File: config.mk
export PLATFORM = sky130hd
export DESIGN_NAME = mem1_access_prep
export DESIGN_NICKNAME = d
export VERILOG_FILES = /design/src/rtl/mips_mem_pkg.sv /design/src/rtl/mips_exc_pkg.sv /design/src/rtl/mem_addr_decode.sv /design/src/rtl/mem_exc_ctrl.sv /design/src/rtl/store_align.sv /design/src/rtl/mem1_access_prep.sv
export SDC_FILE = /design/constraint.sdc
export NUM_CORES = 1
export LEC_CHECK = 0
export BUFFER_PORTS_ARGS = -buffer_cell sky130_fd_sc_hd__clkbuf_2
export CORE_AREA = 5 5 109 111
export DETAILED_ROUTE_END_ITERATION = 7
export DIE_AREA = 0 0 114 116
export MAX_ROUTING_LAYER = met4
export PLACE_DENSITY = 0.78
export SYNTH_ARGS = -nofsm -noshare
export SYNTH_HDL_FRONTEND = slang
export SYNTH_SLANG_ARGS = --single-unit
File: constraint.sdc
create_clock -name clk -period 6.1 [get_ports clk]
set_input_delay 1.525 -clock clk [delete_from_list [all_inputs] [get_ports clk]]
set_output_delay 1.525 -clock clk [all_outputs]
set_load 0.005 [all_outputs]
File: src/rtl/mips_mem_pkg.sv
`default_nettype none

package mips_mem_pkg;

    typedef logic [31:0] vaddr_t;
    typedef logic [31:0] paddr_t;
    typedef logic [19:0] pfn_t;
    typedef logic [2:0]  cca_t;

    typedef enum logic [2:0] {
        op_none,
        op_load,
        op_store,
        op_ll,
        op_sc
    } mem_op_e;

    typedef enum logic [1:0] {
        size_byte,
        size_half,
        size_word
    } mem_size_e;

    // swl / swr only matter for stores
    typedef enum logic [1:0] {
        st_plain,
        st_left,
        st_right
    } store_kind_e;

    typedef struct packed {
        mem_op_e     op;
        mem_size_e   size;
        store_kind_e store_kind;
        vaddr_t      vaddr;
        logic [31:0] rt_data;
        vaddr_t      pc;
    } mem_req_t;

    typedef struct packed {
        logic found;
        logic valid;
        logic dirty;
        pfn_t pfn;
        cca_t cca;
    } tlb_resp_t;

    typedef struct packed {
        paddr_t paddr;
        logic   mapped;
        logic   uncached;
    } addr_info_t;

    typedef struct packed {
        logic [3:0]  wstrb;
        logic [31:0] wdata;
    } store_out_t;

    // vaddr[31:29]
    localparam logic [2:0] kseg0_top = 3'b100;
    localparam logic [2:0] kseg1_top = 3'b101;

endpackage

`default_nettype wire

File: src/rtl/mips_exc_pkg.sv
`default_nettype none

package mips_exc_pkg;

    typedef logic [4:0] exc_code_t;

    // cause.exccode values
    localparam exc_code_t exc_int  = 5'd0;
    localparam exc_code_t exc_mod  = 5'd1;
    localparam exc_code_t exc_tlbl = 5'd2;
    localparam exc_code_t exc_tlbs = 5'd3;
    localparam exc_code_t exc_adel = 5'd4;
    localparam exc_code_t exc_ades = 5'd5;
    localparam exc_code_t exc_ov   = 5'd12;
    localparam exc_code_t exc_tr   = 5'd13;

    typedef struct packed {
        logic        raise;
        exc_code_t   code;
        logic [31:0] badvaddr; // 0 for int/ov/tr
    } exc_info_t;

endpackage

`default_nettype wire

File: src/rtl/mem_addr_decode.sv
`timescale 1ns/100ps
`default_nettype none

module mem_addr_decode
    import mips_mem_pkg::*;
#(
    parameter cca_t CACHED_CCA = 3'd3
) (
    input  mem_req_t   req,
    input  tlb_resp_t  tlb,
    input  cca_t       k0_cca,
    output addr_info_t addr
);

    logic [2:0] seg;
    logic       in_kseg0;
    logic       in_kseg1;
    logic       mapped;
    logic       uncached;
    paddr_t     paddr;

    assign seg      = req.vaddr[31:29];
    assign in_kseg0 = (seg == kseg0_top);
    assign in_kseg1 = (seg == kseg1_top);

    // kuseg, kseg2 and kseg3 go through the tlb
    assign mapped = ~req.vaddr[31] | (req.vaddr[31] & req.vaddr[30]);

    always_comb begin
        if (mapped) begin
            paddr = {tlb.pfn, req.vaddr[11:0]};
        end else begin
            paddr = {3'b000, req.vaddr[28:0]};
        end
    end

    always_comb begin
        if (in_kseg1) begin
            uncached = 1'b1;
        end else if (in_kseg0) begin
            uncached = (k0_cca != CACHED_CCA); // Config.K0
        end else begin
            uncached = (tlb.cca != CACHED_CCA); // page attribute
        end
    end

    assign addr.paddr    = paddr;
    assign addr.mapped   = mapped;
    assign addr.uncached = uncached;

endmodule

`default_nettype wire

File: src/rtl/mem_exc_ctrl.sv
`timescale 1ns/100ps
`default_nettype none

module mem_exc_ctrl
    import mips_mem_pkg::*;
    import mips_exc_pkg::*;
(
    input  logic       clk,
    input  logic       rst_n,
    input  mem_req_t   req,
    input  tlb_resp_t  tlb,
    input  addr_info_t addr,
    input  logic       interrupt,
    input  logic       overflow,
    input  logic       trap,
    input  logic       prior_exc,
    input  logic       eret_flush,
    input  exc_code_t  prior_code,
    output exc_info_t  exc,
    output logic       store_en,
    output logic       dm_en,
    output vaddr_t     sc_result
);

    logic   is_load;
    logic   is_write;
    logic   misaligned;
    logic   ades;
    logic   adel;
    logic   tlb_miss;
    logic   tlb_mod;
    logic   raise;
    logic   ll_bit;
    vaddr_t ll_addr;
    logic   sc_ok;
    logic   sc_pass;

    assign is_load  = (req.op == op_load) | (req.op == op_ll);
    assign is_write = (req.op == op_store) | (req.op == op_sc);

    always_comb begin
        case (req.size)
            size_half: misaligned = req.vaddr[0];
            size_word: misaligned = (req.vaddr[1:0] != 2'b00);
            default:   misaligned = 1'b0;
        endcase
    end

    // swl/swr take any offset
    assign ades = misaligned & ((req.op == op_sc) |
                  ((req.op == op_store) & (req.store_kind == st_plain)));
    assign adel = misaligned & is_load;

    // refill and invalid share one code
    assign tlb_miss = addr.mapped & (req.op != op_none) & (~tlb.found | ~tlb.valid);
    assign tlb_mod  = addr.mapped & is_write & tlb.found & tlb.valid & ~tlb.dirty;

    assign raise = interrupt | prior_exc | overflow | trap | ades | adel | tlb_miss | tlb_mod;

    always_comb begin
        exc.raise    = raise;
        exc.code     = exc_int;
        exc.badvaddr = req.vaddr;
        if (interrupt) begin
            exc.badvaddr = '0;
        end else if (prior_exc) begin
            exc.code     = prior_code;
            exc.badvaddr = req.pc; // raised upstream, report its pc
        end else if (overflow) begin
            exc.code     = exc_ov;
            exc.badvaddr = '0;
        end else if (trap) begin
            exc.code     = exc_tr;
            exc.badvaddr = '0;
        end else if (ades) begin
            exc.code = exc_ades;
        end else if (adel) begin
            exc.code = exc_adel;
        end else if (tlb_miss) begin
            exc.code = is_write ? exc_tlbs : exc_tlbl;
        end else if (tlb_mod) begin
            exc.code = exc_mod;
        end
    end

    // link state for ll/sc
    always_ff @(posedge clk) begin
        if (!rst_n || raise || eret_flush) begin
            ll_bit  <= 1'b0;
            ll_addr <= '0;
        end else if (req.op == op_ll) begin
            ll_bit  <= 1'b1;
            ll_addr <= req.vaddr;
        end
    end

    assign sc_ok   = ll_bit & (ll_addr == req.vaddr);
    assign sc_pass = (req.op == op_sc) & sc_ok;

    assign store_en  = (req.op == op_store) | sc_pass;
    assign dm_en     = (req.op != op_none) & ~raise & ~eret_flush &
                       ((req.op != op_sc) | sc_ok);
    assign sc_result = {31'b0, sc_pass};

endmodule

`default_nettype wire

File: src/rtl/store_align.sv
`timescale 1ns/100ps
`default_nettype none

module store_align
    import mips_mem_pkg::*;
(
    input  mem_req_t   req,
    input  addr_info_t addr,
    input  logic       store_en,
    output store_out_t st
);

    logic [1:0]  off;
    logic [3:0]  lanes;
    logic [31:0] wdata;

    assign off = addr.paddr[1:0];

    // byte lanes before the write gate
    always_comb begin
        case (req.store_kind)
            st_left: begin
                case (off)
                    2'd0:    lanes = 4'b0001;
                    2'd1:    lanes = 4'b0011;
                    2'd2:    lanes = 4'b0111;
                    default: lanes = 4'b1111;
                endcase
            end
            st_right: begin
                case (off)
                    2'd0:    lanes = 4'b1111;
                    2'd1:    lanes = 4'b1110;
                    2'd2:    lanes = 4'b1100;
                    default: lanes = 4'b1000;
                endcase
            end
            default: begin
                case (req.size)
                    size_byte: lanes = 4'b0001 << off;
                    size_half: lanes = off[1] ? 4'b1100 : 4'b0011;
                    default:   lanes = 4'b1111;
                endcase
            end
        endcase
    end

    always_comb begin
        case (req.store_kind)
            st_left:  wdata = req.rt_data >> {~off, 3'b000}; // 3 - off bytes
            st_right: wdata = req.rt_data << {off, 3'b000};
            default: begin
                case (req.size)
                    size_byte: wdata = {4{req.rt_data[7:0]}};
                    size_half: wdata = {2{req.rt_data[15:0]}};
                    default:   wdata = req.rt_data;
                endcase
            end
        endcase
    end

    assign st.wstrb = store_en ? lanes : 4'b0000;
    assign st.wdata = wdata;

endmodule

`default_nettype wire

File: src/rtl/mem1_access_prep.sv
`timescale 1ns/100ps
`default_nettype none

module mem1_access_prep
    import mips_mem_pkg::*;
    import mips_exc_pkg::*;
#(
    parameter cca_t CACHED_CCA = 3'd3
) (
    input  logic       clk,
    input  logic       rst_n,
    input  mem_req_t   req,
    input  tlb_resp_t  tlb,
    input  cca_t       k0_cca,
    input  logic       interrupt,
    input  logic       overflow,
    input  logic       trap,
    input  logic       prior_exc,
    input  exc_code_t  prior_code,
    input  logic       eret_flush,
    output addr_info_t addr,
    output exc_info_t  exc,
    output logic       dm_en,
    output vaddr_t     sc_result,
    output store_out_t st
);

    logic store_en; // store or successful sc

    mem_addr_decode #(
        .CACHED_CCA (CACHED_CCA)
    ) u_decode (
        .req    (req),
        .tlb    (tlb),
        .k0_cca (k0_cca),
        .addr   (addr)
    );

    mem_exc_ctrl u_exc (
        .clk        (clk),
        .rst_n      (rst_n),
        .req        (req),
        .tlb        (tlb),
        .addr       (addr),
        .interrupt  (interrupt),
        .overflow   (overflow),
        .trap       (trap),
        .prior_exc  (prior_exc),
        .eret_flush (eret_flush),
        .prior_code (prior_code),
        .exc        (exc),
        .store_en   (store_en),
        .dm_en      (dm_en),
        .sc_result  (sc_result)
    );

    store_align u_store (
        .req      (req),
        .addr     (addr),
        .store_en (store_en),
        .st       (st)
    );

endmodule

`default_nettype wire

==> impl_metrics.toml, run 1 <==
[yosys]
synth_area_per_cell_um2 = 7.33
yosysWarnings = 0
ys_ff_latch = 33
netlist_area_um2 = 4420
synth_xor_area_share_pct = 4.55
synth_mux_area_share_pct = 8.49
synthAdderAreaFrac_pct = 1.70
synth_edf_count = 0
ys.flop_type = "dfxtp_1"
synth-seq-area-share_pct = 14.9
yosysUniqueCellTypes = 57
synth_compound_area_share_pct = 35.0
synth_top_family_by_area = "compound AO/OA/AOI/OAI gates"
synth_cells = 603
yosys.area_share.simple_pct = 20.5
async_flop_share_pct = 0

[critical_path]
r2r-end = "u_exc.ll_addr[19]"
crit_path_start_kind = "input port"
worstPathArrival_ns = 3.58
crit_type = "in -> out"
cp-endpoint = "exc[32]"
end_kind = "output pin"
r2r_start = "u_exc.ll_addr[19]"
ff2ff_path_depth = 2
crit_required_ns = 4.58
rrSetupSlack_ns = 5.39
cp-startpoint = "req[99]"
crit_path_max_fanout = 15

[status]
outcome = "complete, no violations"

[detailed_routing]
ant_nets = 0
drc_errors = 0
viasPerCell = 5.54
drtIter0Drc = 593
drtPass1Iterations = 5
wire_per_inst_um = 17.3
vias = 5254
wl_mm = 16.4

[power]
powerDensity_nw_per_um2 = 131
p_comb_share_pct = 47.1
seq_power_share_pct = 29.6
p_sw_share_pct = 36.9
power_leakage_nw = 2.46
clkPwrFrac_pct = 23.3
ir_worst_vdd_mv = 0.0881
power.switching_uw = 268
total_power_uw = 728
internal_power_uw = 459

[die]
num_rows = 38
die_h_um = 116
ioPinCount = 285
dieArea_um2 = 13200
dieWidth_um = 114
start_util_pct = 41.3
core-area_um2 = 10700

[final_layout]
insertedDiodeCount = 0
fin_util_pct = 51.9
fillerInstances = 1067
regArea_um2 = 661
syn_to_final_growth_pct = 25.5
stdcell_count = 948
layout_common_cells = "clkbuf_2, nand2_1, a22o_1, a21oi_1, dfxtp_1"
stdcell_area_um2 = 5550
drive_above_1_share_pct = 40.8
multi_input_area_um2 = 3230
final_common_cell = "clkbuf_2"
layout.nets = 958

[placement]
gp_congestion = 0.938
place_hpwl_mm = 12.7
portBuffers = 253
dpl_cell_area_um2 = 5460
placed_cells = 941
dpl_worst_slack_ns = 1.00

[global_routing]
grt_max_degree = 35
grt_antenna_before_repair = 0
track_usage_pct = 23.5
grt_first_pass_wirelength_mm = 24.6
grt-ovfl-total = 0
grt_pass1_vias = 4896

[sta]
setup_viol = 0
setup_ws_ns = 0.994
slew_viol_final = 0
tightestPinTransition_ns = 1.22
fin_hold_ws_ns = 0.469
fin_skew_ns = 0
max_clock_freq_mhz = 196
period_share_pct = 83.7
grt_setup_unrepaired = "no"
slew_headroom_pct = 19.0
hold_violations = 0
layout_min_cycle_time_ns = 5.11
fin_setup_tns_ns = 0

[clock_tree]
path_clk_slew_ns = 0.06
cts_max_level = 2
post_cts_buffers = 0
cts_tree = "done"
root_buffer = "clkbuf_8"
insertion_delay_ns = 0.28
cts_sinks = 33
post_cts_resized = 0
cts_buffers = 5
holdBufCountCts = 0
clk_path_buf_depth = 2

[worst_hold_path]
min_path_cells = 2
hp-class = "reg -> reg"

[run]
maxCapViolCount = 0
==> cells in the mapped netlist, types with 2 or more instances <==
cell type | count | area (um^2)
a211oi_1 | 11 | 82.6
inv_1 | 13 | 48.8
a2111o_1 | 2 | 22.5
a221oi_1 | 17 | 149
o221ai_1 | 2 | 17.5
xnor2_1 | 22 | 193
nand3_1 | 4 | 20.0
ha_1 | 6 | 75.1
buf_2 | 7 | 35.0
buf_1 | 2 | 7.51
a22oi_1 | 5 | 37.5
nand2b_1 | 9 | 56.3
clkbuf_1 | 31 | 116
a32o_1 | 2 | 20.0
mux2i_1 | 6 | 60.1
nor4_1 | 2 | 12.5
nor2b_1 | 13 | 81.3
nor2_1 | 19 | 71.3
nand4_1 | 6 | 37.5
a221o_1 | 5 | 50.1
dfxtp_1 | 33 | 661
and3_1 | 2 | 12.5
nor3_1 | 5 | 25.0
a21o_1 | 5 | 37.5
buf_6 | 5 | 56.3
mux2_2 | 18 | 203
dlygate4sd1_1 | 2 | 17.5
and2_1 | 7 | 43.8
mux4_2 | 5 | 113
a21oi_1 | 42 | 210
o21ai_0 | 21 | 105
a31oi_1 | 13 | 81.3
a22o_1 | 45 | 394
buf_4 | 47 | 353
nor3b_1 | 9 | 67.6
a21oi_2 | 29 | 254
nand2_1 | 111 | 417
==> kinds of logic (layout without fill, tap and decap cells) <==
family,count (synthesis),in the layout
adder cells (fa/ha/maj),6,6
flip-flops,33,33
XOR/XNOR,23,23
other,1,31
AND/OR/NAND/NOR,193,193
AO/OA/AOI/OAI,209,209
buffers and inverters,109,284
multiplexers,29,29
==> registers in the layout, summed over array words and instances, names as in the netlist <==
register,cells
u_exc.ll_bit,1
u_exc.ll_addr,32
==> how the worst min path moves through the flow <==
| stage | from | to | slack (ns) |
|---|---|---|---|
| final | u_exc.ll_addr[27] | u_exc.ll_addr[27] | 0.47 |
| after floorplan | u_exc.ll_bit | u_exc.ll_bit | 0.44 |
| after detailed placement | u_exc.ll_addr[27] | u_exc.ll_addr[27] | 0.46 |
| after global routing | u_exc.ll_addr[7] | u_exc.ll_addr[7] | 0.49 |
| after CTS | u_exc.ll_addr[23] | u_exc.ll_addr[23] | 0.47 |
| after global placement | u_exc.ll_bit | u_exc.ll_bit | 0.45 |
==> critical path: stages <==
cell,delay [ns]
clkbuf_2,0.20
inv_1,0.12
ha_1,0.55
o21ai_0,0.14
a21boi_0,0.44
nor3b_1,0.25
o31ai_1,0.10
a21oi_1,0.13
clkbuf_2,0.13
==> layout make-up <==
cell class / instances / share of cell area, %
multi-input combinational: 491 / 58.2
timing repair buffer: 264 / 24.3
tap: 140 / 3.16
clock buffer: 7 / 1.56
inverter: 13 / 0.879
sequential: 33 / 11.9
==> per-layer routing <==
metal | vias up | track usage (%) | wire length [um]
met1 | 2408 | 28.7 | 6770
met4 | 0 | 6.57 | 324
met5 | - | - | 0
met3 | 30 | 3.86 | 1360
met2 | 284 | 40.1 | 7980
li1 | 2532 | - | -
==> power groups by stage <==
stage | Combinational [mW] | Sequential, mW | Clock, mW
finish | 0.343 | 0.216 | 0.169
floorplan | 0.197 | 0.220 | 0
global placement | 0.338 | 0.220 | 0
detailed placement | 0.340 | 0.220 | 0
global route | 0.376 | 0.215 | 0.183
CTS | 0.341 | 0.216 | 0.172
Power figures use the tool's default switching activity.
==> run 2: changes to the inputs <==
Settings changed: ABC_AREA from default to 1, CORE_AREA 5 5 109 111 to default, CORE_MARGIN from default to 5, CORE_UTILIZATION from default to 41, DIE_AREA 0 0 114 116 to default, PLACE_DENSITY 0.78 to 0.79.
Clock period 6.1 ns to 4.2 ns, I/O delays scaled along.
==> impl_metrics.toml, run 2 <==
[status]
outcome = "complete, no violations"

[detailed_routing]
drc_errors = 0
drtPass1Iterations = 6
ant_nets = 0
vias = 6684
drtIter0Drc = 789
viasPerCell = 5.25
wire_per_inst_um = 14.8
wl_mm = 18.8

[die]
dieWidth_um = 119
start_util_pct = 42.2
core-area_um2 = 11500
ioPinCount = 285
die_h_um = 119
dieArea_um2 = 14100
num_rows = 39

[critical_path]
cp-startpoint = "req[99]"
rrSetupSlack_ns = 3.38
r2r-end = "u_exc.ll_addr[4]"
crit_type = "in -> out"
r2r_start = "u_exc.ll_addr[4]"
worstPathArrival_ns = 2.68
crit_required_ns = 3.15
crit_path_max_fanout = 10
ff2ff_path_depth = 4
end_kind = "output pin"
crit_path_start_kind = "input port"

[yosys]
synth_cells = 909
yosysTopAreaCellShare_pct = 16.9
yosysUniqueCellTypes = 41
synth_most_common_cell = "nand2_1"
synth.area.top_cells = "nand2_1, dfxtp_1, o21ai_0"
ys_ff_latch = 33
synth_area_per_cell_um2 = 5.35
netlist_area_um2 = 4860
async_flop_share_pct = 0
synth_edf_count = 0
synth-seq-area-share_pct = 13.6
synth_top_cell_by_area = "nand2_1"
yosysWarnings = 0
ys.flop_type = "dfxtp_1"
synth_common_cells = "nand2_1, inv_1, o21ai_0, nor2_1, nand3_1"

[final_layout]
drive_above_1_share_pct = 27.2
stdcell_area_um2 = 6190
regArea_um2 = 661
largest_reg_flops = 32
regMostFlops = "u_exc.ll_addr"
reg.largest.list = "u_exc.ll_addr: 32 flops, u_exc.ll_bit: 1 flops"
layout_common_cells = "clkbuf_2, nand2_1, inv_1, o21ai_0, nor2_1"
layout.nets = 1278
multi_input_area_um2 = 3210
syn_to_final_growth_pct = 27.2
fillerInstances = 1187
final_common_cell = "clkbuf_2"
insertedDiodeCount = 0

[clock_tree]
insertion_delay_ns = 0.28
cts_max_level = 2
cts_tree = "done"
root_buffer = "clkbuf_16"
holdBufCountCts = 0
path_clk_slew_ns = 0.05
cts_sinks = 33
clk_path_buf_depth = 2
cts_buffers = 5
post_cts_buffers = 0
post_cts_resized = 0

[sta]
layout_min_cycle_time_ns = 3.73
setup_viol = 0
grt_setup_unrepaired = "no"
period_share_pct = 88.8
fin_skew_ns = 0
slew_headroom_pct = 64.2
slew_viol_final = 0
fin_setup_tns_ns = 0
tightestPinTransition_ns = 0.536
hold_violations = 0
max_clock_freq_mhz = 268

[worst_hold_path]
min_to = "u_exc.ll_bit"
min_from = "u_exc.ll_bit"
hp-class = "reg -> reg"
min_path_cells = 2

[global_routing]
grt_first_pass_wirelength_mm = 29.7
grt_max_degree = 36
track_usage_pct = 25.8
grt_antenna_before_repair = 0
grt-ovfl-total = 0
grt_pass1_vias = 6121

[placement]
place_hpwl_mm = 15.1
dpl_cell_area_um2 = 6010
gp_congestion = 0.996
portBuffers = 253

[run]
maxCapViolCount = 0

[power]
power_leakage_nw = 3.22
ir_worst_vdd_mv = 0.176
powerDensity_nw_per_um2 = 206
## run 2: power by group
part           switching (mW)  internal [mW]  total (mW)  leakage [nW]
logic                   0.320          0.209       0.529          2.87
clock network           0.136          0.296       0.433        0.0841
registers            0.000106          0.313       0.313         0.266
total                   0.456          0.819        1.28          3.22
## run 2: critical path, stage by stage
cell and delay [ns]:
clkbuf_2 0.10, inv_1 0.09, ha_1 0.25, clkinv_1 0.11, nand2_1 0.15, inv_1 0.22
nor2_1 0.17, o21ai_0 0.12, o21ai_0 0.23, a21oi_1 0.06, clkbuf_2 0.12
## run 2: worst max path at each step
| stage | cells past startpoint | end |
|---|---|---|
| after global routing | 11 | st[33] |
| after global placement | 11 | st[33] |
| after detailed placement | 11 | st[33] |
| after floorplan | 8 | st[12] |
| after CTS | 11 | st[33] |
| final | 11 | st[33] |
## run 2: cell families after synthesis
kind of cell,share of synthesized area [%]
DFF,13.6
AOI/OAI and AO/OA,25.8
and+or+nand+nor,35.3
adders and majority gates,1.54
buffers and inverters,22.8
other,0.0771
xor gates and xnor gates,0.900
## run 2: routing by layer
metal / vias up / global-route usage, % / share of wire, %
met4: 0 / 9.63 / 3.2
met1: 2926 / 32.8 / 41
met5: - / - / 0
met2: 402 / 42.1 / 47
met3: 48 / 3.32 / 9.1
li1: 3308 / - / -
## run 2: area by class of cell
class,count,share of cell area (%)
sequential,33,10.7
clock buffer,7,2.31
clock inverter,1,0.485
multi-input combinational,670,52.0
timing repair buffer,273,22.9
tap,143,2.89
inverter,145,8.80
## run 2: metrics by stage
stage / worst slack [ns] / total power [mW] / std cells / hold slack [ns] / utilization, %
detailed placement: 0.527 / 0.841 / 1264 / 0.494 / 52.2
CTS: 0.522 / 1.28 / 1272 / 0.501 / 53.7
global route: 0.291 / 1.35 / 1272 / 0.531 / 53.7
global placement: 0.504 / 0.840 / 1264 / 0.467 / 52.2
finish: 0.470 / 1.28 / 1272 / 0.500 / 53.7
floorplan: 0.870 / 0.625 / 939 / 0.455 / -
